--- config.mk ---
export PLATFORM = sky130hd
export DESIGN_NAME = fetch
export DESIGN_NICKNAME = d
export VERILOG_FILES = /design/src/cpuPkg.sv /design/src/fetch.sv
export SDC_FILE = /design/constraint.sdc
export NUM_CORES = 2
export LEC_CHECK = 0
export BUFFER_PORTS_ARGS = -buffer_cell sky130_fd_sc_hd__buf_2
export CAP_MARGIN = 20
export CORE_UTILIZATION = 58
export CTS_CLUSTER_DIAMETER = 60
export DETAILED_ROUTE_END_ITERATION = 10
export GPL_TIMING_DRIVEN = 0
export PLACE_DENSITY = 0.72
export SYNTH_ARGS = -nofsm -noshare
export SYNTH_HDL_FRONTEND = slang
export SYNTH_SLANG_ARGS = --single-unit
--- constraint.sdc ---
create_clock -name clk -period 6.7 [get_ports clk]
set_input_delay 1.34 -clock clk [delete_from_list [all_inputs] [get_ports clk]]
set_output_delay 1.34 -clock clk [all_outputs]
set_load 0.01 [all_outputs]
--- src/cpuPkg.sv ---
`default_nettype none

package cpuPkg;

	// Data, instruction and register index widths
	localparam int WordWidth = 16;
	localparam int RegAddrWidth = 4;

	// Opcode field, instr[15:12]
	// Codes not listed here behave as no-ops
	typedef enum logic [3:0] {
		OpAdd = 4'd0,
		OpSub = 4'd1,
		OpXor = 4'd2,
		OpLlb = 4'd10,
		OpLhb = 4'd11,
		OpBranch = 4'd12,
		OpHalt = 4'd15
	} opcodeT;

	// Branch condition field, instr[11:9]
	typedef enum logic [2:0] {
		CondNe,
		CondEq,
		CondGt,
		CondLt,
		CondGe,
		CondLe,
		CondOv,
		CondAlways
	} condT;

	// Flag register layout
	typedef struct packed {
		logic n;
		logic v;
		logic z;
	} flagsT;

	// Operation chosen in decode, carried out in execute
	typedef enum logic [2:0] {
		AluAdd,
		AluSub,
		AluXor,
		AluLowByte,
		AluHighByte,
		AluPass
	} aluOpT;

endpackage

`default_nettype wire
--- src/fetch.sv ---
`timescale 1ns/1ps
`default_nettype none

module fetch import cpuPkg::*; #(
	parameter int ProgAddrWidth = 8
) (
	input logic clk,
	input logic reset,
	// Program load port, used while the core is in reset
	input logic progWrite,
	input logic [ProgAddrWidth-1:0] progAddr,
	input logic [WordWidth-1:0] progData,
	// Taken branch from execute
	input logic redirect,
	input logic [WordWidth-1:0] redirectPc,
	// Halt decoded
	input logic stop,
	output logic [WordWidth-1:0] instr,
	output logic [WordWidth-1:0] instrPc,
	output logic [WordWidth-1:0] pc
);

	// Program memory, 2**ProgAddrWidth words
	logic [WordWidth-1:0] progMem [2**ProgAddrWidth];
	logic [WordWidth-1:0] pcReg;

	// Load port write
	always_ff @(posedge clk) begin
		if (progWrite) begin
			progMem[progAddr] <= progData;
		end
	end

	// Program counter
	// Redirect beats stop, a branch older than HLT still wins
	always_ff @(posedge clk) begin
		if (reset) begin
			pcReg <= '0;
		end else if (redirect) begin
			pcReg <= redirectPc;
		end else if (!stop) begin
			pcReg <= pcReg + 1'b1;
		end
	end

	// Asynchronous read, upper pc bits wrap
	assign instr = progMem[pcReg[ProgAddrWidth-1:0]];

	// Same pc goes down the pipe with the word
	assign instrPc = pcReg;

	// Observation copy for the top level
	assign pc = pcReg;

endmodule

`default_nettype wire

## Word-level counts from Yosys, hierarchy flattened

Memory sizes are Yosys's and may differ from the RTL's. A register that Yosys moved wholly into a read port is not among the register bits.
Cells that the tools add are included.

| storage, ports and cells | value |
|---|---|
| flip-flop bits (word level) | 16 |
| RAM bits | 4096 |
| word-level logic and storage cells | 10 |
| memories | 1 |

Memories:

| name | words | bits a word | rd ports | clocked after Yosys merged registers in | wr ports | RTL line | text |
|---|---|---|---|---|---|---|---|
| progMem | 256 | 16 | 1 | 1 | 1 | fetch.sv:24 | `logic [WordWidth-1:0] progMem [2**ProgAddrWidth];` |

| cells by class | value |
|---|---|
| $add $sub $neg | 1 |
| eq/ne operators | 1 |
| multiplexer cells | 6 |

Operators by type and width:

| cell | count |
|---|---|
| 16-bit two-way mux | 2 |
| 16-bit by 1-bit adder with 16-bit output (second input constant) | 1 |
| 8-bit two-way mux | 2 |
| 1-bit two-way mux | 2 |
| 2-bit inequality test (second input constant) | 1 |

## Longest topological paths before layout

| depth | value |
|---|---|
| word-level depth | 5 |
| gate-level depth with buffers | 13 |
| depth with buffers taken out | 8 |

## Worst setup path before layout

Ideal clock, no wire load.

| timing path | value |
|---|---|
| path kind | reg2out |
| start | register (tool-made name) |
| end | output instr[0] |
| data arrival time | 2504 ps |
| data required time | 5360 ps |
| setup slack | 2856 ps |
| stages on the path, launching flop included | 10 |
| buffers on the path | 3 |
| cells stage by stage | dfxtp_1 buf_6 buf_12 buf_2 mux4_2 mux4_2 mux2i_1 nor2_1 a2111oi_0 nor4b_1 |

RTL lines:

| item | RTL line | text |
|---|---|---|
| end, declared | fetch.sv:18 | `output logic [WordWidth-1:0] instr,` |

==> metrics.md <==
| Metric | Value |
|---|---|
| Outcome | `finished with violations` |
| Failing checks | `design-rule violations, negative setup slack` |
| Largest net degree at the start of global routing | `between 150 and 200` |
| Period Utilization, post-route | `1.05` |
| Mapped Nets | `7602` |
| Sw frac | `0.239` |
| CP required | `5360 ps` |
| Top_reg_cell synth | `edfxtp_1` |
| Row count | `between 150 and 200` |
| Max capacitance violation total | `0` |
| CTS Buffer Depth | `4` |
| Cell chain of the critical path | `clkbuf_4 > clkbuf_4 > clkbuf_2 > nor2_1 > o21ai_1 > nand4_1 > nor3_4 > nor4b_4 > buf_2` |
| Critical Path AT | `5700 ps` |
| Initial antenna violation count | `slightly below 60` |
| Crit path capture type | `output pin` |
| Congestion Overflow GR | `0` |
| Worst-path maximum fanout | `10` |
| Power Dens Cells | `~300 nW/µm²` |
| Synth Area in XOR/XNOR | `0.000768` |
| Vias per cell | `7.53` |
| Starting DRT DRC Count | `18621` |
| Initial core utilization | `0.583` |
| Setup_tns | `-3060 ps` |
| Met2 Track Usage GR | `0.617` |
| Clock latency on the worst-skew pair | `1000 ps` |
| Worst relative slew slack | `0.117` |
| RePlAce Congestion | `roughly 1.1` |
| Clock-pin slew on the worst setup and hold paths | `60 ps` |
| First-pass GRT wire length | `between 800000 and 900000 µm` |
| Synth Area in Compound Gates | `0.0330` |
| DRT antenna net count | `0` |
| Most used cell, CP | `clkbuf_4` |
| Total CTS buffers | `just over 400` |
| Final min period | `7040 ps` |
| F_max | `between 0.1 and 0.15 GHz` |
| Dpl hpwl | `approximately 430000 µm` |
| FF-to-FF End | `instrPc[12]$_SDFFE_PP0N_` |
| Clock power frac | `0.414` |
| Worst reg2reg path depth | `8` |
| Die Width | `roughly 530 µm` |
| Finished Core Util | `0.686` |
| Root Driver | `clkbuf_16` |
| Layout cells sized above 1 | `0.302` |
| Layout Skew | `about 10 ps` |
| Asr flop ratio synth | `0` |
| Logic pwr share | `0.085` |
| Total core area | `274000 µm²` |
| GRT met3 Usage | `0.180` |
| GRT Total Usage | `0.448` |
| Final hold violations | `0` |
| Mapped Area | `between 150000 and 200000 µm²` |
| Main combinational cell family by area after synthesis | `multiplexers` |
| Net Sw Power | `roughly 14 mW` |
| DR DRC count | `3` |
| Post-Synth Simple-Gate Area | `0.0233` |
| H-tree levels | `5` |
| Area grow syn2layout | `17.7%` |
| Library cells used by synthesis | `a little over 60` |
| Vias in the first global route | `~86000` |
| CP max stage cell | `nor3_4` |
| Critical register-to-register path startpoint | `instrPc[0]$_SDFFE_PP0N_` |
| Unrepaired setup endpoints after global routing | `yes` |
| GR peak layer | `met2` |
| Pre-antenna DRT Iters | `9` |
| Critical path class | `flip-flop to output pin` |
| Peak supply drop | `~0.00028 V` |
| Int Pwr | `43.1 mW` |
| Hold path endpoint | `instrPc[10]$_SDFFE_PP0N_` |
| Slowest stage delay, CP | `680 ps` |
| Die Y | `~530 µm` |
| Ys Warns | `0` |
| R2R Setup Slk | `approximately 4600 ps` |
| Setup WS pre-CTS | `-1340 ps` |
| Slew Viols, Final | `0` |
| Via count | `between 90000 and 100k` |
| Worst Max-Slew Pin Slew | `1320 ps` |
| Final wirelength | `621000 µm` |
| Sequential share of power | `0.501` |
| CP startpoint kind | `flip-flop` |
| Pleak | `between 50 and 60 nW` |
| CTS tree | `built` |
| Mux cell area share after synthesis | `0.151` |
| Sequential element share of the synthesized area | `0.774` |
| Number of port buffers | `86` |
| Fin worst setup slack | `-341 ps` |
| I/O pins | `93` |
| Hold Crit Start | `redirectPc[10]` |
| Min-delay worst type | `primary input to flip-flop` |
| Worst hold stages | `3` |
| FF+latch count, synth | `~4000` |
| Post-synthesis area per instance | `between 20 and 25 µm²` |
| Overall die area | `277000 µm²` |
| Clock sink count | `a little over 4000` |
| Final Setup Violations | `16` |
| Post-synth EDFFs | `just over 4000` |
| Hold buffers post-CTS | `0` |
| Cells after synthesis | `between 7000 and 8000` |
| WL/cell | `about 50 µm` |
| Final nets | `8466` |
| Synth Area in Adders | `0.0000784` |
| GRT met1 Usage | `0.584` |
## how the worst max path moves through the flow
stage | cells after the start | end
final | 9 | instr[1]
after global routing | 15 | instr[1]
after CTS | 14 | instr[1]
after detailed placement | 10 | instr[14]
after global placement | 9 | instr[4]
after floorplan | 9 | instr[0]
## synth_stat cells, types with 5 or more instances
library cell,count,area (µm²)
a211oi_1,44,330
buf_4,70,526
nor4b_1,8,70.1
nand2b_1,10,62.6
mux4_2,814,18300
o21ai_0,42,210
mux2i_1,533,5340
a2111oi_0,16,140
o211ai_1,7,52.6
nor3_1,181,906
nand3_1,47,235
a221o_1,13,130
edfxtp_1,4096,123000
nor2b_1,13,81.3
a22o_1,33,289
xnor2_1,6,52.6
a221oi_1,46,403
and2_1,14,87.6
mux2_2,37,417
buf_2,62,310
xor2_1,8,70.1
buf_12,5,100
o22ai_1,171,1070
buf_6,62,698
nand4_1,25,156
a21oi_1,138,691
o221ai_1,168,1470
a31oi_1,16,100
nor2_1,361,1360
nor4_1,28,175
clkbuf_1,212,796
buf_1,46,173
or3_1,6,37.5
a22oi_1,27,203
nand2_1,98,368
dfxtp_1,24,480
buf_8,22,330
## cell families after synthesis
logic type,Yosys count
compound gates,740
xor+xnor,14
fa+ha+maj,1
buf+inv,484
flops,4120
mux,1384
simple gates,813
## power by group through the flow
stage | Sequential [mW] | Combinational, mW | Clock [mW]
after detailed placement | 29.0 | 4.39 | 0
after global placement | 29.1 | 4.13 | 0
final | 28.4 | 4.80 | 23.5
after floorplan | 29.0 | 1.91 | 0
after CTS | 28.4 | 4.52 | 23.4
after global routing | 28.4 | 4.71 | 24.3
## state kept, by name (all words and copies together) (netlist names), named ones only
register,count
instrPc,16
progMem,4096
## worst max-delay path, delay by kind of cell (launching register included)
kind	cells	cell delay [ps]
AO/OA/AOI/OAI	1	420
buffers and inverters	4	1870
flip-flops	1	580
AND/OR/NAND/NOR	4	1750
## cells in the final DEF (no fill, tap or decap), types with 18 or more instances in the layout
cell,netlist,layout
edfxtp_1,4096,4096
mux4_2,814,814
mux2i_1,533,533
clkbuf_16,0,418
buf_8,22,226
nor2_2,0,208
o221ai_1,168,160
o22ai_1,171,158
nor3_1,181,158
clkbuf_1,212,155
a21oi_1,138,136
buf_16,0,125
buf_4,70,117
buf_2,62,110
nor2_1,361,100
clkinv_2,0,99
nand2_1,98,97
clkinv_1,1,89
buf_6,62,79
clkbuf_2,0,72
nor2_4,0,53
bufinv_16,0,47
buf_12,5,45
nand3_1,47,45
a221oi_1,46,42
a211oi_1,44,38
mux2_2,37,37
diode_2,0,33
a22o_1,33,33
o21ai_0,42,29
clkbuf_4,0,28
a22oi_1,27,26
nand4_1,25,25
dfxtp_1,24,21
clkinvlp_4,0,20
buf_1,46,18
## metrics by stage
stage	hold slack [ps]	total power, mW	instance area [µm²]	std cells
after floorplan	609	30.9	160000	7556
after global placement	604	33.2	165000	11231
after detailed placement	597	33.4	172000	11587
after CTS	555	56.3	187000	12344
after global routing	569	57.4	188000	12369
final	574	56.7	188000	12391
## layout make-up
class	count	area (µm²)
Sequential cell	4120	123000
Fill cell	16741	85800
Multi-Input combinational cell	2952	34900
Clock buffer	478	10700
Timing Repair Buffer	463	7360
Tap cell	3589	4490
Buffer	466	3880
Clock inverter	285	2910
Antenna cell	33	82.6
Inverter	5	20.0
## layer usage
metal	share of wire	vias to the layer above
met2	0.42	9381
met1	0.33	48314
li1	-	33686
met3	0.16	1825
met5	0.00086	-
met4	0.084	38
## repair_timing
action | CTS | global route
pin swaps | 24 | 21
resized for setup | 382 | 81
setup buffers | 5 | 12
endpoints found under the setup margin | 16 | 16
Power figures use the tool's default switching activity.
