## config.mk

```make
export PLATFORM = sky130hd
export DESIGN_NAME = result_flat
export DESIGN_NICKNAME = d
export VERILOG_FILES = /design/src/cpuPkg.sv /design/src/cpuIfs.sv /design/src/result.sv /design/src/flat_wrapper.sv
export SDC_FILE = /design/constraint.sdc
export NUM_CORES = 1
export LEC_CHECK = 0
export ABC_AREA = 1
export BUFFER_PORTS_ARGS = -buffer_cell sky130_fd_sc_hd__buf_2
export CORE_UTILIZATION = 33
export CTS_CLUSTER_SIZE = 8
export DETAILED_ROUTE_END_ITERATION = 16
export PLACE_DENSITY = 0.76
export SYNTH_ARGS = -nofsm -noshare
export SYNTH_HDL_FRONTEND = slang
export SYNTH_SLANG_ARGS = --single-unit
```

## constraint.sdc

```tcl
create_clock -name clk -period 0.8 [get_ports clk]
set_clock_uncertainty 0.2 [all_clocks]
set_input_delay 0.12 -clock clk [delete_from_list [all_inputs] [get_ports clk]]
set_output_delay 0.12 -clock clk [all_outputs]
set_load 0.005 [all_outputs]
```

## src/cpuPkg.sv

```systemverilog
`default_nettype none

package cpuPkg;

	// Data, instruction and register index widths
	localparam int WordWidth = 16;
	localparam int RegAddrWidth = 4;

	// Opcode field, instr[15:12]
	// Codes not listed here behave as no-ops
	typedef enum logic [3:0] {
		OpAdd = 4'd0,
		OpSub = 4'd1,
		OpXor = 4'd2,
		OpLlb = 4'd10,
		OpLhb = 4'd11,
		OpBranch = 4'd12,
		OpHalt = 4'd15
	} opcodeT;

	// Branch condition field, instr[11:9]
	typedef enum logic [2:0] {
		CondNe,
		CondEq,
		CondGt,
		CondLt,
		CondGe,
		CondLe,
		CondOv,
		CondAlways
	} condT;

	// Flag register layout
	typedef struct packed {
		logic n;
		logic v;
		logic z;
	} flagsT;

	// Operation chosen in decode, carried out in execute
	typedef enum logic [2:0] {
		AluAdd,
		AluSub,
		AluXor,
		AluLowByte,
		AluHighByte,
		AluPass
	} aluOpT;

endpackage

`default_nettype wire
```

## src/cpuIfs.sv

```systemverilog
`timescale 1ns/1ps
`default_nettype none


// Execute result bundle, execute to result
interface executeResultIf import cpuPkg::*; ();
	logic valid;
	logic [RegAddrWidth-1:0] rd;
	logic writesReg;
	logic isHalt;
	logic [WordWidth-1:0] value;

	modport producer (output valid, rd, writesReg, isHalt, value);
	modport consumer (input valid, rd, writesReg, isHalt, value);
endinterface

`default_nettype wire

```

## src/result.sv

```systemverilog
`timescale 1ns/1ps
`default_nettype none

module result import cpuPkg::*; (
	input logic clk,
	input logic reset,
	executeResultIf.consumer er,
	// Register file write and forward source
	output logic regWrite,
	output logic [RegAddrWidth-1:0] writeReg,
	output logic [WordWidth-1:0] writeData,
	// Observation port
	output logic wbValid,
	output logic [RegAddrWidth-1:0] wbReg,
	output logic [WordWidth-1:0] wbData,
	output logic hlt
);

	logic rValid;
	logic rWritesReg;
	logic [RegAddrWidth-1:0] rRd;
	logic [WordWidth-1:0] rValue;

	// Execute/result register
	always_ff @(posedge clk) begin
		if (reset) begin
			rValid <= 1'b0;
			rWritesReg <= 1'b0;
		end else begin
			rValid <= er.valid;
			rWritesReg <= er.writesReg;
		end
	end

	always_ff @(posedge clk) begin
		rRd <= er.rd;
		rValue <= er.value;
	end

	// Halt latch, set as HLT enters this stage
	always_ff @(posedge clk) begin
		if (reset) begin
			hlt <= 1'b0;
		end else if (er.valid && er.isHalt) begin
			hlt <= 1'b1;
		end
	end

	// Only real register-writing instructions write back
	assign regWrite = rValid && rWritesReg;
	assign writeReg = rRd;
	assign writeData = rValue;

	assign wbValid = regWrite;
	assign wbReg = rRd;
	assign wbData = rValue;

endmodule

`default_nettype wire

```

## src/flat_wrapper.sv

```systemverilog
// flat-port wrapper written by rule: the top's interface ports become plain ports
module result_flat import cpuPkg::*;
  (clk, reset, regWrite, writeReg, writeData, wbValid, wbReg, wbData, hlt, er_valid, er_rd, er_writesReg, er_isHalt, er_value);
  executeResultIf er_i ();
  input logic clk;
  input logic reset;
  output logic regWrite;
  output logic [RegAddrWidth-1:0] writeReg;
  output logic [WordWidth-1:0] writeData;
  output logic wbValid;
  output logic [RegAddrWidth-1:0] wbReg;
  output logic [WordWidth-1:0] wbData;
  output logic hlt;
  input wire logic [$bits(er_i.valid)-1:0] er_valid;
  input wire logic [$bits(er_i.rd)-1:0] er_rd;
  input wire logic [$bits(er_i.writesReg)-1:0] er_writesReg;
  input wire logic [$bits(er_i.isHalt)-1:0] er_isHalt;
  input wire logic [$bits(er_i.value)-1:0] er_value;
  assign er_i.valid = er_valid;
  assign er_i.rd = er_rd;
  assign er_i.writesReg = er_writesReg;
  assign er_i.isHalt = er_isHalt;
  assign er_i.value = er_value;
  result u_core (.clk(clk), .reset(reset), .er(er_i), .regWrite(regWrite), .writeReg(writeReg), .writeData(writeData), .wbValid(wbValid), .wbReg(wbReg), .wbData(wbData), .hlt(hlt));
endmodule
```

-- After elaboration in Yosys (flattened, before gate mapping)
Cells that the tools add are included.
- reduce and logical (&&, ||, !) cells: 2
- operators with widths (cell ; count):
    logical AND 1 bit ; 2
- output and inout bits: 43
- bits of input ports: 25
- register bits after elaboration: 23

-- Longest topological paths before layout
Gate-level depths: netlist (run 1).
- depth after elaboration: 1
- mapped depth: 3
- gate-level depth less buffers: 3

-- Worst setup path before layout (run 1)
Ideal clock, no wire load.
- path type: register to output
- from: register u_core.rValid
- to: output wbValid
- arrival: 499 ps
- setup slack: -19 ps
- data required time: 480 ps
- cell stages (with the launch flop): 4
- path through: dfxtp_1 nand2_1 inv_1 buf_4
- cells in the longest elaborated chain, start to end: 1
- ends and longest elaborated chain (item ; RTL line ; source):
    from (decl) ; result.sv:19 ; logic rValid;
    from (signal assigned) ; result.sv:30 ; rValid <= er.valid;
    logical AND 1 bit ; result.sv:50 ; assign regWrite = rValid && rWritesReg;
    to (decl) ; flat_wrapper.sv:10 ; output logic wbValid;
Every way passes these cells.

-- Worst setup path in the final report (run 1)
- from: register u_core.rWritesReg
- to: output wbValid
- cells in the longest elaborated chain, start to end: 1
- ends and longest elaborated chain (item ; RTL line ; source):
    from (decl) ; result.sv:20 ; logic rWritesReg;
    from (signal assigned) ; result.sv:31 ; rWritesReg <= er.writesReg;
    logical AND 1 bit ; result.sv:50 ;
Every way passes these cells.

==> results by group, run 1 <==
Outcome
  – Status: finished with violations
  – Failing checks: negative hold slack, negative setup slack

Critical path
  – Cell Chain, Critical Path: nand2_2, inv_2, buf_2
  – Required time of the critical path: about 0.48 ns
  – Critical path capture point type: primary output
  – Arrival @ worst endpoint: 0.82 ns
  – Max stage delay on crit path: about 0.33 ns
  – Worst setup SP type: flop
  – CP max FO: 2
  – WS Path Type: flop to primary output
  – Critical path's slowest cell: dfxtp_2
  – Worst Path Buf+Inv: 2
  – Largest delay share family, worst path: flip-flops

Timing
  – Slew Viols, Final: 0
  – Tightest Pin Transition: 0.113 ns
  – Period utilisation layout: 143%
  – Final setup TNS: -11.79 ns
  – Final worst setup slack: -0.343 ns
  – RSZ-0062 raised after global routing: true
  – Setup violators final: 46
  – Worst slew margin: 92.5%
  – Endpoints failing hold: 3
  – Hold_ws: -0.204 ns
  – Fmax: slightly below 0.9 GHz
  – Crit path time final: 1.14 ns

Logic synthesis
  – Post-Synthesis Net Count: 79
  – Syn_area_per_cell: 12.3 sq um
  – Sequential area share after synthesis: 69.0%
  – Yosys cell types: 8
  – Synthesized area: 667 sq um
  – Yosys reg bits: 23
  – Post-Syn Instances: 54
  – YS warnings: 0

Route
  – Final wirelength: around 1900 um
  – Routed vias/inst: 3.89
  – Via count: 584
  – Drt drc: 0
  – Routed len/inst: 12.9 um
  – Routed Antenna Nets: 0
  – DRT iter0 DRCs: 4
  – Drt pass-1 iters: 3

Die
  – Die Y: 47.0 um
  – # IOs: between 60 and 70
  – Core ar.: 1800 sq um
  – Cell row count: 15
  – Initial Util: between 30% and 40%
  – Die W: 47.0 um
  – Die ar.: around 2200 sq um

Layout
  – Final #Nets: 151
  – Area Overhead vs Synth: 86.7%
  – Diodes inserted: 0
  – Layout fillers: around 140
  – Most common cell after layout, fill and taps aside: buf_2
  – Finished Layout Cells: 150
  – Commonest cells after routing, fill and taps aside: 51 x buf_2, 23 x dfxtp_2, 20 x dlygate4sd3_1
  – Cell area after layout: 1240 sq um
  – Layout cell share with drive strength beyond 1: around four fifths

GRT
  – M2 GR Usage: 24.2%
  – Routing usage on met3: 5.00%
  – Total gr overflow: 0
  – Total GRT Usage: 13.2%
  – GR Layer Usage met1: between 10% and 20%
  – Largest net degree at the start of global routing: 13
  – Initial antenna violation count: 0
  – First-pass GRT wire length: 1970 um
  – Busiest layer in global routing: met2
  – Number of global-route vias before repair: 506

Placement
  – Port buffer count: 67
  – DP Cell Count: 125
  – Placed inst area: 876 sq um
  – GPL Wtd Cong: 0.583
  – DPL Wire Length: 1010 um

Clocking
  – Worst-path clk slew: 0.11 ns
  – Worst-case clock buffer depth: 2
  – CTS Sinks: 23
  – Clock Latency Late Sink: roughly 0.29 ns
  – # hold bufs at CTS: 20
  – Num CTS Buffers: 3
  – CTS tree: built
  – Root Driver: clkbuf_4
  – H-tree depth: 1

Power
  – Power, Total: 0.00210 W
  – Clock network power share: between 20% and 30%
  – P per Cell Area: 1690 nW/um^2
  – Logic pwr share: 16.0%
  – Peak VDD IR: 0.000970 V
  – Int Power: between 0.0015 and 0.002 W
  – Switch Pwr: 0.000449 W
  – Leak: 0.638 nW
  – Part of the power in registers: 60.1%
  – Net Sw Frac: about a fifth

Flow run
  – Number of max-cap violations: 0

Min path
  – Hold Crit Class: input pin to flop
## worst reg2reg max path, stage by stage, from the launching register on
cell	delay, ns
dfxtp_2	0.34
buf_6	0.10
nand2_2	0.05
nand2_2	0.04
## through the flow
step	setup slack, ns	utilization (%)
finish	-0.343	69.1
global route	-0.396	69.1
CTS	-0.348	63.3
detailed placement	-0.00766	48.6
global placement	-0.00422	48.6
floorplan	-0.00142	-
## Yosys cell counts, drive strengths merged
library cell  number  area (sq um)
inv                4          15.0
nand2              3          16.3
dfxtp             23           460
buf               21           158
nor2               2          7.51
nand3              1          10.0
## logic make-up (layout without fill, tap and decap cells)
kind of cell,Yosys count,after routing,synth area share (%)
buffers and inverters,25,96,25.9
flip-flops,23,23,69.0
AND/OR/NAND/NOR,6,6,5.07
## flip-flops by register name (all words and copies together) (netlist names)
| register | count |
|---|---|
| u_core.wbData | 16 |
| u_core.hlt | 1 |
| u_core.rValid | 1 |
| u_core.wbReg | 4 |
| u_core.rWritesReg | 1 |
## worst paths after layout
kind,start,to,slack (ns),cells past startpoint
worst min register to register,u_core.hlt,u_core.hlt,0.34,3
worst max register to register,u_core.hlt,u_core.hlt,-0.02,3
worst min-delay path,reset,u_core.rValid,-0.20,2
worst max-delay path,u_core.rWritesReg,wbValid,-0.34,3
## metal layers
layer | up-vias | part of all wire, %
met5 | - | 0
met4 | 0 | 0
met3 | 0 | 11
met2 | 41 | 54
met1 | 259 | 35
li1 | 284 | -
## power groups by stage
stage / Sequential [W] / Clock, W / Combinational, W
detailed placement: 0.00126 / 0 / 0.000197
finish: 0.00126 / 0.000501 / 0.000337
global route: 0.00127 / 0.000581 / 0.000364
CTS: 0.00124 / 0.000507 / 0.000287
global placement: 0.00126 / 0 / 0.000195
floorplan: 0.00127 / 0 / 0.0000965
## cell type report
type                            instances  area [sq um]  area share, %
Inverter                                4          15.0           1.21
Clock buffer                            4          26.3           2.11
Multi-Input combinational cell          6          36.3           2.91
Tap cell                               25          31.3           2.51
Sequential cell                        23           489           39.3
Timing Repair Buffer                   88           647           52.0
## repair_timing
action	in CTS	in global routing
gates cloned	0	0
resized for setup	15	27
pin swaps	2	0
buffers inserted	1	1
endpoints found under the hold margin	23	3
setup endpoints to repair	43	44
(Power assumes the default switching activity.)
==> run 2: changes to the inputs <==
--- a/config.mk
+++ b/config.mk
@@ -7,10 +7,10 @@
 export LEC_CHECK = 0
 export ABC_AREA = 1
 export BUFFER_PORTS_ARGS = -buffer_cell sky130_fd_sc_hd__buf_2
-export CORE_UTILIZATION = 33
+export CORE_UTILIZATION = 30
 export CTS_CLUSTER_SIZE = 8
 export DETAILED_ROUTE_END_ITERATION = 16
-export PLACE_DENSITY = 0.76
+export PLACE_DENSITY = 0.73
 export SYNTH_ARGS = -nofsm -noshare
 export SYNTH_HDL_FRONTEND = slang
 export SYNTH_SLANG_ARGS = --single-unit
==> constraint.sdc (replaced) <==
create_clock -name clk -period 0.93 [get_ports clk]
set_clock_uncertainty 0.2 [all_clocks]
set_input_delay 0.1395 -clock clk [delete_from_list [all_inputs] [get_ports clk]]
set_output_delay 0.1395 -clock clk [all_outputs]
set_load 0.005 [all_outputs]
==> run 2 against run 1 <==
Against the previous run: largest cell class unchanged; the run ends with negative setup slack left; flip-flop and latch count did not move; worst setup slack improved by 0.093 ns; clock power shrank 14%; critical path depth did not move; cell count up 3.3%; highest routed layer is now met4.
==> results by group, run 2 (synthesis results as in run 1) <==
GRT
  – Largest net degree at the start of global routing: 13 (unchanged)
  – Total GRT Usage: 14.8% (was 13.2%)
  – Total gr overflow: 0 (unchanged)
  – Number of global-route vias before repair: 584 (was 506)
  – First-pass GRT wire length: 2580 um (was 1970 um)
  – Initial antenna violation count: 0 (unchanged)

Layout
  – Commonest cells after routing, fill and taps aside: 56 x buf_2, 24 x dlygate4sd3_1, 21 x dfxtp_2 (was 51 x buf_2, 23 x dfxtp_2, 20 x dlygate4sd3_1)
  – Diodes inserted: 0 (unchanged)
  – Layout fillers: 150 (was 138)
  – Largest register FFs: 16 (unchanged)
  – Final #Nets: 154 (was 151)
  – Area Overhead vs Synth: 85.7% (was 86.7%)
  – Cell area after layout: 1240 sq um (about the same)
  – Layout cell share with drive strength beyond 1: 75.8% (was 80.0%)
  – Most common cell after layout, fill and taps aside: buf_2 (unchanged)
  – Finished Layout Cells: 155 (was 150)
  – Final Util: 61.3% (was 69.1%)

Placement
  – DPL Wire Length: 995 um (was 1010 um)
  – Placed inst area: 878 sq um (was 876 sq um)
  – DP Cell Count: 127 (was 125)
  – GPL Wtd Cong: 0.655 (was 0.583)
  – Port buffer count: 67 (unchanged)

Timing
  – Worst slew margin: 91.3% (was 92.5%)
  – Fmax: about 0.85 GHz
  – Final worst setup slack: -0.250 ns (was -0.343 ns)
  – Setup violators final: 43 (was 46)
  – Tightest Pin Transition: 0.130 ns (was 0.113 ns)
  – Crit path time final: 1.18 ns
  – Final setup TNS: -6.78 ns (was -11.79 ns)
  – Period utilisation layout: 127%
  – Slew Viols, Final: 0 (unchanged)
  – RSZ-0062 raised after global routing: true (unchanged)
  – Endpoints failing hold: 0 (was 3)

Route
  – Routed Antenna Nets: 0 (unchanged)
  – Final wirelength: 1840 um (was 1930 um)
  – Via count: 573 (was 584)
  – Routed vias/inst: 3.70 (was 3.89)
  – DRT iter0 DRCs: 4 (unchanged)
  – Drt drc: 0 (unchanged)
  – Drt pass-1 iters: 3 (unchanged)
  – Routed len/inst: 11.9 um (was 12.9 um)

Critical path
  – Arrival @ worst endpoint: 0.84 ns (was 0.82 ns)
  – Critical path capture point type: primary output (unchanged)
  – WS Path Type: flop to primary output (unchanged)
  – CP max FO: 2 (unchanged)
  – Worst setup SP type: flop (unchanged)
  – Required time of the critical path: 0.59 ns (was 0.48 ns)

Outcome
  – Failing checks: negative setup slack (was negative hold slack, negative setup slack)
  – Status: finished with violations (unchanged)

Die
  – Cell row count: 16 (was 15)
  – Core ar.: 2020 sq um (was 1800 sq um)
  – Initial Util: 33.0% (was 37.0%)
  – # IOs: 68 (unchanged)
  – Die W: 49.2 um (was 47.0 um)
  – Die ar.: 2420 sq um (was 2200 sq um)
  – Die Y: 49.2 um (was 47.0 um)

Min path
  – Hold Crit Class: input pin to flop (unchanged)

Clocking
  – CTS Sinks: 23 (unchanged)
  – Num CTS Buffers: 3 (unchanged)
  – Root Driver: clkbuf_4 (unchanged)
  – Worst-case clock buffer depth: 2 (unchanged)
  – H-tree depth: 1 (unchanged)
  – Clock Latency Late Sink: 0.29 ns (about the same)
  – CTS tree: built (unchanged)
  – Worst-path clk slew: 0.11 ns (about the same)

Power
  – P per Cell Area: 1440 nW/um^2 (was 1690 nW/um^2)
  – Part of the power in registers: 60.2% (was 60.1%)
  – Leak: 0.637 nW (was 0.638 nW)
  – Int Power: 0.00141 W (was 0.00165 W)
  – Peak VDD IR: 0.000809 V (was 0.000970 V)
  – Net Sw Frac: 21.2% (was 21.4%)
  – Logic pwr share: 15.7% (was 16.0%)
  – Clock network power share: 24.0% (was 23.9%)
  – Switch Pwr: 0.000379 W (was 0.000449 W)

Flow run
  – Number of max-cap violations: 0 (unchanged)
-- run 2: cell count changes in the layout (fill, tap and decap cells not counted) --
| cell | change |
|---|---|
| buf_4 | +1 |
| dlygate4sd3_1 | +4 |
| dfxtp_1 | +2 |
| buf_6 | -7 |
| buf_2 | +5 |
| dfxtp_2 | -2 |
-- run 2: power by group through the flow --
stage	Sequential, W	Clock, W	Combinational, W
2_1_floorplan	0.00109	0	0.0000819
3_3_place_gp	0.00108	0	0.000167
3_5_place_dp	0.00108	0	0.000170
4_1_cts	0.00106	0.000442	0.000253
5_1_grt	0.00108	0.000492	0.000303
6_report	0.00108	0.000430	0.000282
-- run 2: through the flow --
step	total power, W	worst slack (ns)	hold WS, ns
global route	0.00188	-0.304	0.247
CTS	0.00176	-0.255	0.263
finish	0.00179	-0.250	0.265
floorplan	0.00117	0.0915	-0.0328
global placement	0.00125	0.103	0.0416
detailed placement	0.00125	0.0812	0.0436
-- run 2: final timing paths --
check                     from                to  slack [ns]  depth (start not counted)
max          u_core.rWritesReg          regWrite       -0.25                          3
min                er_value[3]  u_core.wbData[3]        0.27                          2
max reg2reg         u_core.hlt        u_core.hlt        0.07                          3
min reg2reg         u_core.hlt        u_core.hlt        0.37                          3
-- run 2: critical path: stages (launching register included) --
cell and delay, ns:
dfxtp_2 0.34, nand2_2 0.04, inv_2 0.05, buf_2 0.11
-- run 2: final cells by class --
| type | count | area (sq um) | share of cell area (%) |
|---|---|---|---|
| clock buffer | 4 | 26.3 | 2.12 |
| inverter | 4 | 15.0 | 1.21 |
| multi-input combinational | 6 | 36.3 | 2.93 |
| sequential | 23 | 487 | 39.3 |
| tap | 27 | 33.8 | 2.73 |
| timing repair buffer | 91 | 641 | 51.7 |
-- run 2: what timing repair did --
| action | in CTS | in global routing |
|---|---|---|
| gates cloned | 0 | 0 |
| buffers inserted | 1 | 0 |
| hold buffers | 24 | 0 |
| endpoints found under the hold margin | 23 | 0 |
| gates resized for setup | 10 | 23 |
| setup endpoints to repair | 43 | 44 |
-- run 2: per-layer routing --
metal  up-vias  global-route usage (%)  part of all wire (%)
li1        289                       -                     -
met1       241                    11.8                    35
met2        41                    30.8                    56
met3         2                    4.67                   7.9
met4         0                    7.35                   1.2
met5         -                       0                     0
==> run 3: changes to the inputs <==
--- a/config.mk
+++ b/config.mk
@@ -7,6 +7,7 @@
 export LEC_CHECK = 0
 export ABC_AREA = 1
 export BUFFER_PORTS_ARGS = -buffer_cell sky130_fd_sc_hd__buf_2
+export CORE_ASPECT_RATIO = 0.7
 export CORE_UTILIZATION = 30
 export CTS_CLUSTER_SIZE = 8
 export DETAILED_ROUTE_END_ITERATION = 16
==> run 3 against run 2 <==
Against the previous run: die area grew 0.12%; maximum frequency grew 1.6%; cell count grew 2.6%; count of clock-buffer cells in the layout shrank 1; the flow still finishes with violations (negative setup slack); register-to-register slack is essentially flat; critical path type unchanged; clock power is essentially flat; non-clock buffer count grew 1.
==> results by group, run 3 (synthesis results as in run 1) <==
Outcome
  – Status: finished with violations (unchanged)
  – Failing checks: negative setup slack (unchanged)

Clocking
  – Worst-case clock buffer depth: 2 (unchanged)
  – CTS Sinks: 23 (unchanged)
  – Worst-path clk slew: 0.12 ns (was 0.11 ns)
  – H-tree depth: 1 (unchanged)
  – Root Driver: clkbuf_4 (unchanged)
  – CTS tree: built (unchanged)
  – Clock Latency Late Sink: 0.30 ns (was 0.29 ns)
  – Num CTS Buffers: 3 (unchanged)

Critical path
  – Arrival @ worst endpoint: 0.82 ns (was 0.84 ns)
  – Required time of the critical path: 0.59 ns (about the same)
  – Worst setup SP type: flop (unchanged)
  – R2r setup slk: 0.08 ns (was 0.07 ns)
  – R2r worst-path depth: 3 (unchanged)
  – CP max FO: 2 (unchanged)
  – Reg-to-reg startpoint: u_core.hlt (unchanged)
  – WS Path Type: flop to primary output (unchanged)
  – Critical path capture point type: primary output (unchanged)
  – FF-to-FF End: u_core.hlt (unchanged)

Layout
  – Area Overhead vs Synth: 89.9% (was 85.7%)
  – Layout cell share with drive strength beyond 1: 76.0% (was 75.8%)
  – Most common cell after layout, fill and taps aside: buf_2 (unchanged)
  – Largest register FFs: 16 (unchanged)
  – Area of the multi-input gates: 33.8 sq um (was 36.3 sq um)
  – Layout fillers: 157 (was 150)
  – Final #Nets: 155 (was 154)
  – Finished Layout Cells: 159 (was 155)
  – Sequential standard cell area: 488 sq um (was 487 sq um)
  – Commonest cells after routing, fill and taps aside: 54 x buf_2, 24 x dlygate4sd3_1, 22 x dfxtp_2 (was 56 x buf_2, 24 x dlygate4sd3_1, 21 x dfxtp_2)
  – Diodes inserted: 0 (unchanged)
  – Final Util: 64.3% (was 61.3%)

GRT
  – Total gr overflow: 0 (unchanged)
  – Total GRT Usage: 13.0% (was 14.8%)
  – First-pass GRT wire length: 2330 um (was 2580 um)
  – Largest net degree at the start of global routing: 14 (was 13)
  – Initial antenna violation count: 0 (unchanged)
  – Number of global-route vias before repair: 582 (was 584)

Min path
  – Worst Hold Launch: er_rd[0] (was er_value[3])
  – Hold Crit Class: input pin to flop (unchanged)
  – Hold Crit Endpoint: u_core.wbReg[0] (was u_core.wbData[3])
  – Cell count of the worst hold path: 2 (unchanged)

Die
  – Initial Util: 33.9% (was 33.0%)
  – # IOs: 68 (unchanged)
  – Cell row count: 13 (was 16)
  – Core ar.: 1970 sq um (was 2020 sq um)
  – Die Y: 41.4 um (was 49.2 um)
  – Die W: 58.4 um (was 49.2 um)
  – Die ar.: 2420 sq um (about the same)

Timing
  – Endpoints failing hold: 0 (unchanged)
  – Slew Viols, Final: 0 (unchanged)
  – Final setup TNS: -7.14 ns (was -6.78 ns)
  – Tightest Pin Transition: 0.116 ns (was 0.130 ns)
  – Fmax: 0.861 GHz (was 0.847 GHz)
  – Worst slew margin: 92.3% (was 91.3%)
  – Period utilisation layout: 125% (was 127%)
  – Setup violators final: 44 (was 43)
  – Crit path time final: 1.16 ns (was 1.18 ns)
  – Final worst setup slack: -0.232 ns (was -0.250 ns)
  – RSZ-0062 raised after global routing: true (unchanged)

Route
  – Drt pass-1 iters: 2 (was 3)
  – Via count: 597 (was 573)
  – Routed vias/inst: 3.75 (was 3.70)
  – Routed len/inst: 11.6 um (was 11.9 um)
  – Final wirelength: 1850 um (was 1840 um)
  – Drt drc: 0 (unchanged)
  – Routed Antenna Nets: 0 (unchanged)
  – DRT iter0 DRCs: 3 (was 4)

Power
  – P per Cell Area: 1420 nW/um^2 (was 1440 nW/um^2)
  – Leak: 0.651 nW (was 0.637 nW)
  – Peak VDD IR: 0.000782 V (was 0.000809 V)

Placement
  – DPL Wire Length: 943 um (was 995 um)
  – GPL Wtd Cong: 0.606 (was 0.655)
  – DP Cell Count: 130 (was 127)
  – Port buffer count: 67 (unchanged)

Flow run
  – Number of max-cap violations: 0 (unchanged)
[run 3: per-stage QoR]
stage | hold slack (ns) | power [W] | setup slack, ns | area (sq um)
4_1_cts | 0.249 | 0.00178 | -0.257 | 1170
5_1_grt | 0.244 | 0.00190 | -0.312 | 1270
3_5_place_dp | 0.0434 | 0.00125 | 0.103 | 882
2_1_floorplan | -0.0328 | 0.00117 | 0.0915 | 667
6_report | 0.270 | 0.00180 | -0.232 | 1270
3_3_place_gp | 0.0419 | 0.00125 | 0.115 | 882
[run 3: repair_timing]
item / 4_1_cts / 5_1_grt
setup endpoints to repair: 43 / 43
hold buffers: 24 / 0
gates resized for setup: 11 / 24
pin swaps: 0 / 0
buffers inserted: 1 / 0
endpoints found under the hold margin: 23 / 0
[run 3: how the worst max path moves through the flow]
stage | from | to | slack [ns] | cells past startpoint
5_1_grt | u_core.rWritesReg | regWrite | -0.31 | 3
3_5_place_dp | u_core.rWritesReg | regWrite | 0.10 | 3
4_1_cts | u_core.rWritesReg | regWrite | -0.26 | 3
3_3_place_gp | u_core.rValid | regWrite | 0.11 | 3
6_report | u_core.rWritesReg | regWrite | -0.23 | 3
2_1_floorplan | u_core.rValid | wbValid | 0.09 | 3
[run 3: layer usage]
layer  GRT usage, %  wire length (um)  up-vias
li1               -                 -      288
met5              0                 0        -
met2           26.2              1040       40
met3           6.23               185        2
met4           5.71                23        0
met1           10.1               593      267
[run 3: final cells by class]
type | count | share of cell area (%)
well taps | 30 | 2.96
clock buffers | 3 | 1.78
multi-input cells | 6 | 2.67
flip-flops and latches | 23 | 38.5
inverters | 4 | 1.19
clock inverters | 1 | 0.395
repair buffers | 92 | 52.5
[run 3: worst max-delay path: stages, from the launching register on]
cell	delay [ns]
dfxtp_2	0.33
nand2_1	0.04
inv_1	0.04
buf_2	0.12
[run 3: power breakdown]
part           internal, W  total (W)  switching [W]
combinational     0.000204   0.000290      0.0000864
sequential         0.00105    0.00108      0.0000324
clock             0.000160   0.000430       0.000270
