## src/cpuPkg.sv

```systemverilog
`default_nettype none

package cpuPkg;

	// Data, instruction and register index widths
	localparam int WordWidth = 16;
	localparam int RegAddrWidth = 4;

	// Opcode field, instr[15:12]
	// Codes not listed here behave as no-ops
	typedef enum logic [3:0] {
		OpAdd = 4'd0,
		OpSub = 4'd1,
		OpXor = 4'd2,
		OpLlb = 4'd10,
		OpLhb = 4'd11,
		OpBranch = 4'd12,
		OpHalt = 4'd15
	} opcodeT;

	// Branch condition field, instr[11:9]
	typedef enum logic [2:0] {
		CondNe,
		CondEq,
		CondGt,
		CondLt,
		CondGe,
		CondLe,
		CondOv,
		CondAlways
	} condT;

	// Flag register layout
	typedef struct packed {
		logic n;
		logic v;
		logic z;
	} flagsT;

	// Operation chosen in decode, carried out in execute
	typedef enum logic [2:0] {
		AluAdd,
		AluSub,
		AluXor,
		AluLowByte,
		AluHighByte,
		AluPass
	} aluOpT;

endpackage

`default_nettype wire
```

## src/cpuIfs.sv

```systemverilog
`timescale 1ns/1ps
`default_nettype none

// Decoded instruction bundle, decode to execute
interface decodeExecuteIf import cpuPkg::*; ();
	logic valid;
	aluOpT aluOp;
	logic isBranch;
	condT cond;
	logic writesReg;
	logic setsFlags;
	logic isHalt;
	logic [RegAddrWidth-1:0] rd;
	logic [RegAddrWidth-1:0] rs;
	logic [RegAddrWidth-1:0] rt;
	// Register file reads, already bypassed
	logic [WordWidth-1:0] opA;
	logic [WordWidth-1:0] opB;
	// Byte immediate placed in its final lane
	logic [WordWidth-1:0] imm;
	logic [WordWidth-1:0] branchTarget;

	modport producer (output valid, aluOp, isBranch, cond, writesReg, setsFlags,
		isHalt, rd, rs, rt, opA, opB, imm, branchTarget);
	modport consumer (input valid, aluOp, isBranch, cond, writesReg, setsFlags,
		isHalt, rd, rs, rt, opA, opB, imm, branchTarget);
endinterface


`default_nettype wire

```

## src/decode.sv

```systemverilog
`timescale 1ns/1ps
`default_nettype none

module decode import cpuPkg::*; (
	input logic clk,
	input logic reset,
	input logic [WordWidth-1:0] instr,
	input logic [WordWidth-1:0] instrPc,
	input logic squash,
	output logic stop,
	// Write port from the result stage
	input logic regWrite,
	input logic [RegAddrWidth-1:0] writeReg,
	input logic [WordWidth-1:0] writeData,
	decodeExecuteIf.producer de
);

	logic decValid;
	logic [WordWidth-1:0] decInstr;
	logic [WordWidth-1:0] decPc;
	logic haltSeen;
	logic haltNow;
	logic isByteLoad;
	opcodeT opcode;
	logic [RegAddrWidth-1:0] rsSel;
	logic [RegAddrWidth-1:0] rtSel;
	logic [WordWidth-1:0] regFile [2**RegAddrWidth];

	// Fetch/decode register
	// Squash drops the word just fetched, stop inserts bubbles
	always_ff @(posedge clk) begin
		if (reset || squash) begin
			decValid <= 1'b0;
		end else begin
			decValid <= !stop;
		end
	end

	always_ff @(posedge clk) begin
		decInstr <= instr;
		decPc <= instrPc;
	end

	// Sticky halt, holds the pc from here on
	assign haltNow = decValid && !squash && (opcode == OpHalt);

	always_ff @(posedge clk) begin
		if (reset) begin
			haltSeen <= 1'b0;
		end else if (haltNow) begin
			haltSeen <= 1'b1;
		end
	end

	assign stop = haltSeen || haltNow;

	// Register file write
	always_ff @(posedge clk) begin
		if (regWrite) begin
			regFile[writeReg] <= writeData;
		end
	end

	assign opcode = opcodeT'(decInstr[15:12]);
	assign isByteLoad = (opcode == OpLlb) || (opcode == OpLhb);

	// LLB/LHB read their own rd, the untouched byte comes from it
	assign rsSel = isByteLoad ? decInstr[11:8] : decInstr[7:4];
	assign rtSel = decInstr[3:0];

	// Reads with write-through on a same-cycle write
	assign de.opA = (regWrite && (writeReg == rsSel)) ? writeData : regFile[rsSel];
	assign de.opB = (regWrite && (writeReg == rtSel)) ? writeData : regFile[rtSel];

	// Control decode
	always_comb begin
		de.aluOp = AluPass;
		de.writesReg = 1'b0;
		de.setsFlags = 1'b0;
		case (opcode)
			OpAdd: begin
				de.aluOp = AluAdd;
				de.writesReg = 1'b1;
				de.setsFlags = 1'b1;
			end
			OpSub: begin
				de.aluOp = AluSub;
				de.writesReg = 1'b1;
				de.setsFlags = 1'b1;
			end
			OpXor: begin
				de.aluOp = AluXor;
				de.writesReg = 1'b1;
				de.setsFlags = 1'b1;
			end
			OpLlb: begin
				de.aluOp = AluLowByte;
				de.writesReg = 1'b1;
			end
			OpLhb: begin
				de.aluOp = AluHighByte;
				de.writesReg = 1'b1;
			end
			default: begin
				de.aluOp = AluPass;
			end
		endcase
	end

	assign de.valid = decValid;
	assign de.isBranch = (opcode == OpBranch);
	assign de.isHalt = (opcode == OpHalt);
	assign de.cond = condT'(decInstr[11:9]);
	assign de.rd = decInstr[11:8];
	assign de.rs = rsSel;
	assign de.rt = rtSel;

	// Byte sits in the lane it will land in
	assign de.imm = (opcode == OpLhb) ? {decInstr[7:0], 8'h00} : {8'h00, decInstr[7:0]};

	// pc + 1 + sign-extended 9-bit offset
	assign de.branchTarget = decPc + 1'b1 + {{(WordWidth-9){decInstr[8]}}, decInstr[8:0]};

endmodule

`default_nettype wire

```

## src/flat_wrapper.sv

```systemverilog
// flat-port wrapper written by rule: the top's interface ports become plain ports
module decode_flat import cpuPkg::*;
  (clk, reset, instr, instrPc, squash, stop, regWrite, writeReg, writeData, de_valid, de_aluOp, de_isBranch, de_cond, de_writesReg, de_setsFlags, de_isHalt, de_rd, de_rs, de_rt, de_opA, de_opB, de_imm, de_branchTarget);
  decodeExecuteIf de_i ();
  input logic clk;
  input logic reset;
  input logic [WordWidth-1:0] instr;
  input logic [WordWidth-1:0] instrPc;
  input logic squash;
  output logic stop;
  input logic regWrite;
  input logic [RegAddrWidth-1:0] writeReg;
  input logic [WordWidth-1:0] writeData;
  output wire logic [$bits(de_i.valid)-1:0] de_valid;
  output wire logic [$bits(de_i.aluOp)-1:0] de_aluOp;
  output wire logic [$bits(de_i.isBranch)-1:0] de_isBranch;
  output wire logic [$bits(de_i.cond)-1:0] de_cond;
  output wire logic [$bits(de_i.writesReg)-1:0] de_writesReg;
  output wire logic [$bits(de_i.setsFlags)-1:0] de_setsFlags;
  output wire logic [$bits(de_i.isHalt)-1:0] de_isHalt;
  output wire logic [$bits(de_i.rd)-1:0] de_rd;
  output wire logic [$bits(de_i.rs)-1:0] de_rs;
  output wire logic [$bits(de_i.rt)-1:0] de_rt;
  output wire logic [$bits(de_i.opA)-1:0] de_opA;
  output wire logic [$bits(de_i.opB)-1:0] de_opB;
  output wire logic [$bits(de_i.imm)-1:0] de_imm;
  output wire logic [$bits(de_i.branchTarget)-1:0] de_branchTarget;
  assign de_valid = de_i.valid;
  assign de_aluOp = de_i.aluOp;
  assign de_isBranch = de_i.isBranch;
  assign de_cond = de_i.cond;
  assign de_writesReg = de_i.writesReg;
  assign de_setsFlags = de_i.setsFlags;
  assign de_isHalt = de_i.isHalt;
  assign de_rd = de_i.rd;
  assign de_rs = de_i.rs;
  assign de_rt = de_i.rt;
  assign de_opA = de_i.opA;
  assign de_opB = de_i.opB;
  assign de_imm = de_i.imm;
  assign de_branchTarget = de_i.branchTarget;
  decode u_core (.clk(clk), .reset(reset), .instr(instr), .instrPc(instrPc), .squash(squash), .stop(stop), .regWrite(regWrite), .writeReg(writeReg), .writeData(writeData), .de(de_i));
endmodule
```

## config.mk

```make
export PLATFORM = sky130hd
export DESIGN_NAME = decode_flat
export DESIGN_NICKNAME = d
export VERILOG_FILES = /design/src/cpuPkg.sv /design/src/cpuIfs.sv /design/src/decode.sv /design/src/flat_wrapper.sv
export SDC_FILE = /design/constraint.sdc
export NUM_CORES = 1
export LEC_CHECK = 0
export ABC_CLOCK_PERIOD_IN_PS = 2800
export BUFFER_PORTS_ARGS = -buffer_cell sky130_fd_sc_hd__buf_2
export CORE_MARGIN = 2
export CORE_UTILIZATION = 50
export CTS_CLUSTER_SIZE = 20
export DETAILED_ROUTE_END_ITERATION = 8
export GPL_TIMING_DRIVEN = 0
export PLACE_DENSITY = 0.82
export SKIP_LAST_GASP = 1
export SLEW_MARGIN = 20
export SYNTH_ARGS = -nofsm -noshare
export SYNTH_HDL_FRONTEND = slang
export SYNTH_SLANG_ARGS = --single-unit
export TNS_END_PERCENT = 20
```

## constraint.sdc

```tcl
create_clock -name clk -period 2.8 [get_ports clk]
set_input_delay 0.14 -clock clk [delete_from_list [all_inputs] [get_ports clk]]
set_output_delay 0.14 -clock clk [all_outputs]
set_load 0.01 [all_outputs]
```

## Word-level counts from Yosys, hierarchy flattened

Memories as Yosys holds them, arrays and structs flattened. A register that Yosys moved wholly into a read port is not among the register bits.
Cells that the tools add are included.

- Memories: 1
- Output and inout bits: 88
- Bits in writable memories: 256
- Logic and storage cells: 36
- Input port bits: 56
- Register bits after elaboration: 34

Memory list:

| name | depth | bits a word | read ports | clocked after memory_dff | write ports | line | text |
|---|---|---|---|---|---|---|---|
| u_core.regFile | 16 | 16 | 2 | 1 | 1 | decode.sv:27 | `logic [WordWidth-1:0] regFile [2**RegAddrWidth];` |

- Eq/ne operators: 8
- Add/subtract/negate cells: 2
- Reductions and logical operators: 12
- Mux-type cells: 9

Operators with widths:

| operator | number |
|---|---|
| $mux 16 | 3 |
| $add 16x1->16 const B | 1 |
| $add 16x16->16 | 1 |
| $eq 4x4->1 const B | 4 |
| $pmux 3 s5 | 1 |
| $eq 4x4->1 | 2 |
| $reduce_or 5->1 | 1 |
| $eq 4x1->1 const B | 1 |
| $eq 4x2->1 const B | 1 |
| $logic_and 1x1->1 | 4 |
| $logic_not 4->1 | 1 |
| $mux 1 | 4 |
| $mux 4 | 1 |
| $logic_or 1x1->1 | 3 |
| $reduce_or 3->1 | 1 |
| $logic_not 1->1 | 2 |

## Logic depth before layout (Yosys ltp)

Gate-level depths: netlist of the first run.

- Depth after elaboration: 6
- Depth in mapped cells: 12
- Depth with buffers taken out: 10

## Worst setup path before layout of the first run

No wires, ideal clock.

- Path type: reg2out
- Start: register u_core.decInstr[0]
- End: output port de_branchTarget[14]
- Path slack: -87 ps
- Stages on the path, launching flop included: 13
- Data required time: 2660 ps
- Data arrival time: 2747 ps
- Cells stage by stage: dfxtp_1 -> clkbuf_1 -> buf_1 -> inv_1 -> ha_1 -> inv_1 -> fa_1 -> a21oi_1 -> o211ai_1 -> a311o_1 -> a31o_2 -> a21oi_1 -> xnor2_1

- Longest elaborated chain between the ends: 1

Ends and longest elaborated chain:

| what | line | text |
|---|---|---|
| start, declared | decode.sv:19 | `logic [WordWidth-1:0] decInstr;` |
| start signal, assigned | decode.sv:40 | `decInstr <= instr;` |
| $add 16x16->16 | decode.sv:122 | `assign de.branchTarget = decPc + 1'b1 + {{(WordWidth-9){decInstr[8]}}, decInstr[8:0]};` |
| end, declared | flat_wrapper.sv:27 | `output wire logic [$bits(de_i.branchTarget)-1:0] de_branchTarget;` |

Every way passes these cells.

## Final worst setup path of the first run

- Start: register u_core.decInstr[13]
- End: output port de_opA[14]

- Longest elaborated chain between the ends: 6
- Elaborated cells between the ends (all ways): 8
- Those cells by class: 3 x eq/ne; 2 x mux; 2 x reduce/logical; 1 x memory

Ends and longest elaborated chain:

| what | line | text |
|---|---|---|
| $eq 4x4->1 | decode.sv:65 | `assign isByteLoad = (opcode == OpLlb) \|\| (opcode == OpLhb);` |
| $logic_or 1x1->1 (*) | decode.sv:65 |  |
| $mux 4 (*) | decode.sv:68 | `assign rsSel = isByteLoad ? decInstr[11:8] : decInstr[7:4];` |
| parallel branches: the longest is 2 deep, another holds $mem_v2 16x16 | - |  |
| $mux 16 (*) | decode.sv:72 | `assign de.opA = (regWrite && (writeReg == rsSel)) ? writeData : regFile[rsSel];` |
| end, declared | flat_wrapper.sv:24 | `output wire logic [$bits(de_i.opA)-1:0] de_opA;` |

Mark *: on every way between the ends.

==> results.md, run 1 <==
- Vias in the first global route: ~10k
- Number of cells after detailed placement: roughly 1.4k
- Clk_lat worst skew: between 0.5 and 0.6 ns
- Via/cell ratio: between 7 and 8
- Synth top area share: 54.6%
- IO Pins: 144
- Hold Violations, Final: 1
- Nets: 1201
- PortBufs: approximately 140
- Worst R2R Setup Slack: 1.43 ns
- Outcome: complete, but fails checks
- RR Startpoint: u_core.decInstr[13]$_DFF_P_
- Met1 GRT Util: 38.8%
- LEAKAGE: 6.83 nW
- CTS tree: done
- Share of cells above drive strength 1: 43.9%
- Yosys warnings: 0
- GRT Util Overall: a little under a third
- Detailed-route wire length per cell: roughly 33 µm
- Worst Hold Depth: 1
- FF-to-FF path depth: 7
- Crit. Startpoint: u_core.decInstr[13]$_DFF_P_
- Setup violators final: 50
- Drt initial violations: 1665
- Largest net degree at the start of global routing: 19
- Post-synth cell types: 57
- Initial DRT Pass Iterations: 6
- Syn Nets: approximately 920
- Diodes inserted: 0
- GR met2 Demand/Resource: 49.6%
- WS Path Type: flop to output port
- Total power: 0.0110 W
- Total CTS buffers: 29
- Antenna viol nets, final: 0
- Post-place setup slack: -0.754 ns
- Die width: between 150 and 200 µm
- Hpwl dp: around 27000 µm
- Root buf cell: clkbuf_16
- CTS clk-pin slew, worst paths: 0.07 ns
- CP required: ~2.7 ns
- Peak supply drop: around 0.00051 V
- RSZ-0062 raised after global routing: yes
- Synth top area cells: edfxtp_1 55%, mux4_2 15%, mux2i_1 8.2%
- Worst Skew: 0.0211 ns
- Relative max-transition margin: 35.2%
- Non-filler cells in the finished layout: between 1.5k and 2k
- Synth-to-Final Area Change: 31.1%
- First-pass GRT wire length: 66900 µm
- Slew of the pin with the lowest slew margin: approximately 0.97 ns
- Vias: roughly 11k
- Global routing usage on met3: about a tenth
- Clock sinks: 290
- Fill cell count: roughly 1.6k
- Final min period: 3.29 ns
- Hold slack: -0.000190 ns
- DIE HEIGHT: between 150 and 200 µm
- Pwr Density: between 500 and 600 mW/mm²
- Initial core utilization: 50.8%
- Max FO, Critical Path: 10
- Antenna violations before repair: 0
- DRC: 0
- Fmax: ~300 MHz
- Syn Area/Cell: 16.6 µm²
- Synth Flop Type: edfxtp_1
- Worst hold start: writeData[3]
- Gr busiest metal: met2
- HP Class: input port to flop
- Total grt overflow: 0
- Post-synthesis register bit count: 290
- Share of flip-flops with an asynchronous set or reset: 0%
- Worst setup margin: -0.494 ns
- Top-count cell post-synth: edfxtp_1
- Row cnt: 61
- Synth cell count leaders: 256 x edfxtp_1, 115 x mux2i_1, 92 x mux4_2, 34 x dfxtp_1, 32 x o22ai_1
- EDFF count, synth: 256
- Die area: just under 0.03 mm²
- Crit path capture type: output port
- Worst Hold Endpoint: u_core.regFile[12][3]$_DFFE_PP_
- Seq/Total Area, Yosys: 59.5%
- Critical Path AT: roughly 3.2 ns
- Synth Instances: between 800 and 900
- Core box area: about 0.028 mm²
- Clock buffer depth: 3
- Critical Path Start Type: flop
- RD Place Congestion: 0.876
- Pins Over Slew Limit: 0
- H-tree depth: 1
- Max Cap Viol: 0
- Leading area contributor after synthesis: edfxtp_1
- Reg2reg end: u_core.haltSeen$_SDFFE_PP0P_
- Failing checks: negative hold slack, negative setup slack
- Crit share post-route: 118%
- Post-synthesis cell area: 0.0141 mm²
- Total wire length: between 50000 and 60000 µm
-- kinds of logic (layout without fill, tap and decap cells) --
logic type / after synthesis / count (layout) / synth area share, %
muxes: 229 / 229 / 25.2
adders and majority gates: 16 / 16 / 1.48
AOI/OAI and AO/OA: 120 / 120 / 5.65
xor gates and xnor gates: 21 / 21 / 1.31
DFF: 290 / 290 / 59.5
and+or+nand+nor: 94 / 94 / 3.68
buffers and inverters: 77 / 380 / 3.19
-- placed cells by master, fill, tap and decap left out, types with 7 or more instances in the layout --
cell	instances
nand2b_1	9
dlygate4sd3_1	48
mux2i_4	9
mux2i_1	102
nor2_1	7
a21oi_1	11
mux2_2	10
nor2_4	7
o22ai_1	27
buf_6	19
clkbuf_16	34
edfxtp_1	256
and2_1	8
mux4_2	92
buf_4	56
mux2_4	7
o21ai_1	12
a22oi_1	10
bufinv_16	7
buf_2	133
inv_1	8
dfxtp_1	28
nand2_1	12
clkbuf_1	9
xnor2_1	14
buf_8	13
clkbuf_4	8
ha_1	14
buf_12	17
buf_16	8
a211oi_1	8
a211oi_2	9
nor2b_1	7
-- what timing repair did --
action | 4_1_cts | 5_1_grt
endpoints found under the setup margin | 50 | 49
hold endpoints to repair | 247 | 0
hold buffers | 48 | 0
gates cloned | 9 | 2
gates resized for setup | 131 | 102
setup buffers | 24 | 15
pin swaps | 10 | 16
-- cell type report --
type                    instances  area, µm²  share of cell area (%)
flip-flops and latches        290       8380                    45.4
inverters                      11       51.3                   0.278
repair buffers                252       2030                    11.0
clock inverters                19        278                    1.51
plain buffers                  65        747                    4.05
multi-input cells             480       5750                    31.2
clock buffers                  33        741                    4.02
well taps                     378        473                    2.56
-- registers in the layout (all words and copies together) (netlist names) --
signal	count
u_core.decPc	16
u_core.decInstr	16
u_core.regFile	256
u_core.de.valid	1
u_core.haltSeen	1
-- power breakdown --
| group | switching [W] | internal (W) | total (W) |
|---|---|---|---|
| Combinational | 0.000978 | 0.000853 | 0.00183 |
| Clock | 0.00174 | 0.00254 | 0.00428 |
| Sequential | 0.0000787 | 0.00481 | 0.00489 |
-- routing by layer --
layer,share of wire (%),wire [µm]
met1,31,15600
met2,45,23200
met3,16,7940
met4,8.4,4290
met5,0,0
-- worst max-delay path by stage --
stage / end / slack (ns) / cells after the start
2_1_floorplan: de_branchTarget[14] / 0.02 / 12
4_1_cts: de_branchTarget[14] / -0.47 / 13
5_1_grt: de_branchTarget[14] / -0.63 / 13
6_report: de_opA[14] / -0.49 / 9
3_3_place_gp: u_core.regFile[0][7]$_DFFE_PP_ / -1.20 / 3
3_5_place_dp: de_branchTarget[14] / -0.75 / 13
-- metrics by stage --
stage	hold WS [ns]	cell area (µm²)	utilization [%]	setup TNS, ns
after CTS	0.000440	17800	64.3	-10.70
after global placement	0.242	15200	55.0	-66.97
final	-0.000190	18400	66.6	-15.05
after floorplan	0.168	14100	-	0
after detailed placement	0.244	15500	55.9	-15.48
after global routing	0.00781	18400	66.6	-17.56
-- worst max-delay path, cell delays in order, from the launching register on --
cell      delay [ns]
dfxtp_2         0.32
buf_6           0.11
and3b_1         0.18
buf_6           0.14
buf_12          0.13
o31ai_4         0.50
buf_2           0.52
a211oi_2        0.14
o21ai_2         0.34
buf_2           0.20
Note: power is estimated with default switching activity, not from simulation.
==> run 2: changes to the inputs <==
--- a/config.mk
+++ b/config.mk
@@ -8,11 +8,10 @@
 export ABC_CLOCK_PERIOD_IN_PS = 2800
 export BUFFER_PORTS_ARGS = -buffer_cell sky130_fd_sc_hd__buf_2
 export CORE_MARGIN = 2
-export CORE_UTILIZATION = 50
+export CORE_UTILIZATION = 42
 export CTS_CLUSTER_SIZE = 20
 export DETAILED_ROUTE_END_ITERATION = 8
 export GPL_TIMING_DRIVEN = 0
-export PLACE_DENSITY = 0.82
 export SKIP_LAST_GASP = 1
 export SLEW_MARGIN = 20
 export SYNTH_ARGS = -nofsm -noshare
==> results.md, run 2 (same netlist as run 1, synthesis figures left out) <==
- Crit share post-route: 116% (-1.4 points)
- Multi-input logic area: 0.00560 mm² (-2.5%)
- Non-filler cells in the finished layout: 1603 (+4.9%)
- Outcome: complete, but fails checks
- Clk_lat worst skew: 0.56 ns (about the same)
- Reg2reg end: u_core.haltSeen$_SDFFE_PP0P_
- CTS tree: done
- Relative max-transition margin: 41.5% (+6.3 points)
- CTS clk-pin slew, worst paths: 0.07 ns (about the same)
- Reg power frac: 46.0% (+1.5 points)
- Share of total power in combinational logic: 16.1% (-0.6 points)
- Met1 Wirelength: 18500 µm (+19%)
- RSZ-0062 raised after global routing: yes
- Antenna viol nets, final: 0 (unchanged)
- Worst R2R Setup Slack: 1.61 ns (+0.18 ns)
- Die area: 0.0350 mm² (+19%)
- GRT Util Overall: 25.0% (-6.7 points)
- NetSw: 0.00267 W (-4.4%)
- Setup violators final: 40 (-20%)
- Total grt overflow: 0 (unchanged)
- Core box area: 0.0333 mm² (+20%)
- WS Path Type: flop to output port
- Largest regs: u_core.regFile (256), u_core.decInstr (16), u_core.decPc (16)
- Fmax: 307 MHz (+1.2%)
- Peak supply drop: 0.000523 V (+2.7%)
- Total power: 0.0106 W (-3.6%)
- Diodes inserted: 0 (unchanged)
- Crit path capture type: output port
- Top layer in use: met5
- Nets: 1203 (+0.17%)
- Share of cells above drive strength 1: 42.5% (-1.4 points)
- Vias: 9581 (-12%)
- Clock sinks: 290 (unchanged)
- Hold slack: 0.210 ns (+0.210 ns)
- Fill cell count: 2611 (+61%)
- Worst Setup EP: de_branchTarget[14]
- First-pass GRT wire length: 63900 µm (-4.4%)
- HP Class: input port to flop
- Total wire length: 45000 µm (-12%)
- Root buf cell: clkbuf_16
- LEAKAGE: 6.77 nW (-0.99%)
- Critical Path AT: 3.11 ns (-0.04 ns)
- Highest-count cells in the layout ignoring fill and taps: 256 x edfxtp_1, 131 x buf_2, 112 x mux2i_1
- Hpwl dp: 28100 µm (+4.1%)
- Initial DRT Pass Iterations: 5 (-1)
- Hold Violations, Final: 0 (-1)
- RR Startpoint: u_core.decInstr[13]$_DFF_P_
- Row cnt: 67 (+9.8%)
- Pins Over Slew Limit: 0 (unchanged)
- Total CTS buffers: 31 (+6.9%)
- Via/cell ratio: 5.98 (-16%)
- Worst Skew: 0.00120 ns (-0.0199 ns)
- Die width: 187 µm (+8.9%)
- Largest net degree at the start of global routing: 19 (unchanged)
- IO Pins: 144 (unchanged)
- Commonest non-fill, non-tap cell in the layout: edfxtp_1
- Detailed-route wire length per cell: 28.0 µm (-16%)
- Failing checks: negative setup slack
- FF-to-FF path depth: 6 (-1)
- Pwr Density: 578 mW/mm² (-3.0%)
- Max FO, Critical Path: 4 (-6)
- PortBufs: 141 (unchanged)
- DRC: 0 (unchanged)
- Power Internal: 0.00792 W (-3.4%)
- Synth-to-Final Area Change: 30.3%
- Max reg flops: 256 (unchanged)
- Slew of the pin with the lowest slew margin: 0.875 ns (-0.0939 ns)
- Crit. Startpoint: u_core.decInstr[0]$_DFF_P_
- WL met3: 3870 µm (-51%)
- Initial core utilization: 42.3% (-8.5 points)
- H-tree depth: 1 (unchanged)
- Met2 Routed Length: 21000 µm (-9.7%)
- Antenna violations before repair: 1 (+1)
- Area occupied by registers: 0.00838 mm² (unchanged)
- Worst setup margin: -0.454 ns (+0.0403 ns)
- RD Place Congestion: 0.844 (-3.7%)
- Drt initial violations: 956 (-43%)
- CP required: 2.66 ns (about the same)
- Final min period: 3.25 ns (-0.0403 ns)
- Clock buffer depth: 3 (unchanged)
- Sw frac: 25.2% (-0.20 points)
- Vias in the first global route: 9634 (-7.1%)
- DIE HEIGHT: 187 µm (+8.9%)
- Part of the power in the clock network: 37.9% (-1.0 points)
- Top reg by flops: u_core.regFile
- Max Cap Viol: 0 (unchanged)
- Number of cells after detailed placement: 1450 (+5.1%)
- Critical Path Start Type: flop
## run 2: cell types whose count changed in the layout (fill, tap and decap cells not counted), sizes merged
cell	delta
bufinv	-4
clkinvlp	+4
clkinv	+3
buf	-2
clkbuf	+2
dlygate4sd3	+2
## run 2: cell type report
| class | count | share of cell area, % |
|---|---|---|
| Clock buffer | 35 | 4.32 |
| Buffer | 63 | 3.84 |
| Inverter | 11 | 0.294 |
| Multi-Input combinational cell | 480 | 30.6 |
| Timing Repair Buffer | 254 | 11.1 |
| Clock inverter | 22 | 1.02 |
| Sequential cell | 290 | 45.7 |
| Tap cell | 448 | 3.06 |
## run 2: power by group through the flow
stage | Combinational [W] | Clock, W | Sequential (W)
detailed placement | 0.00139 | 0 | 0.00496
CTS | 0.00161 | 0.00403 | 0.00487
finish | 0.00171 | 0.00401 | 0.00487
floorplan | 0.000847 | 0 | 0.00494
global placement | 0.00136 | 0 | 0.00496
global route | 0.00180 | 0.00420 | 0.00488
## run 2: metal layers
metal | track usage, % | up-vias
met5 | 0 | -
met4 | 8.49 | 2
met3 | 4.28 | 89
met2 | 40.0 | 531
met1 | 34.8 | 4928
li1 | - | 4031
## run 2: metrics by stage
step	TNS, ns	area (µm²)	setup WS, ns	util, %
after floorplan	0	14100	0.0241	-
after global placement	-106.41	15300	-1.39	46.1
after detailed placement	-17.92	15600	-0.841	47.0
after CTS	-10.46	17900	-0.439	53.8
after global routing	-11.77	18300	-0.552	55.1
final	-7.80	18300	-0.454	55.1
## run 2: worst max-delay path, stage by stage (launching register included)
cell and delay, ns:
dfxtp_4 0.36, clkbuf_8 0.14, buf_12 0.13, inv_8 0.06, ha_4 0.12, inv_2 0.03, fa_2 0.36, a21oi_2 0.18
o211ai_1 0.14, a311o_1 0.36, a31o_2 0.26, a21oi_2 0.12, xnor2_1 0.12, buf_2 0.15
## run 2: how the worst min path moves through the flow
stage,startpoint,to,slack (ns),cells past startpoint
after floorplan,instr[0],u_core.decInstr[0]$_DFF_P_,0.17,0
after global placement,instrPc[14],u_core.decPc[14]$_DFF_P_,0.24,1
after detailed placement,instrPc[15],u_core.decPc[15]$_DFF_P_,0.24,1
after CTS,instr[8],u_core.decInstr[8]$_DFF_P_,0.19,2
after global routing,instr[0],u_core.decInstr[0]$_DFF_P_,0.21,2
final,instr[11],u_core.decInstr[11]$_DFF_P_,0.21,2
## run 2: what timing repair did
action,in CTS,in global routing
endpoints found under the setup margin,50,49
hold endpoints to repair,290,0
hold buffers,50,0
gates resized for setup,125,69
pin swaps,10,18
setup buffers,27,15
gates cloned,4,3
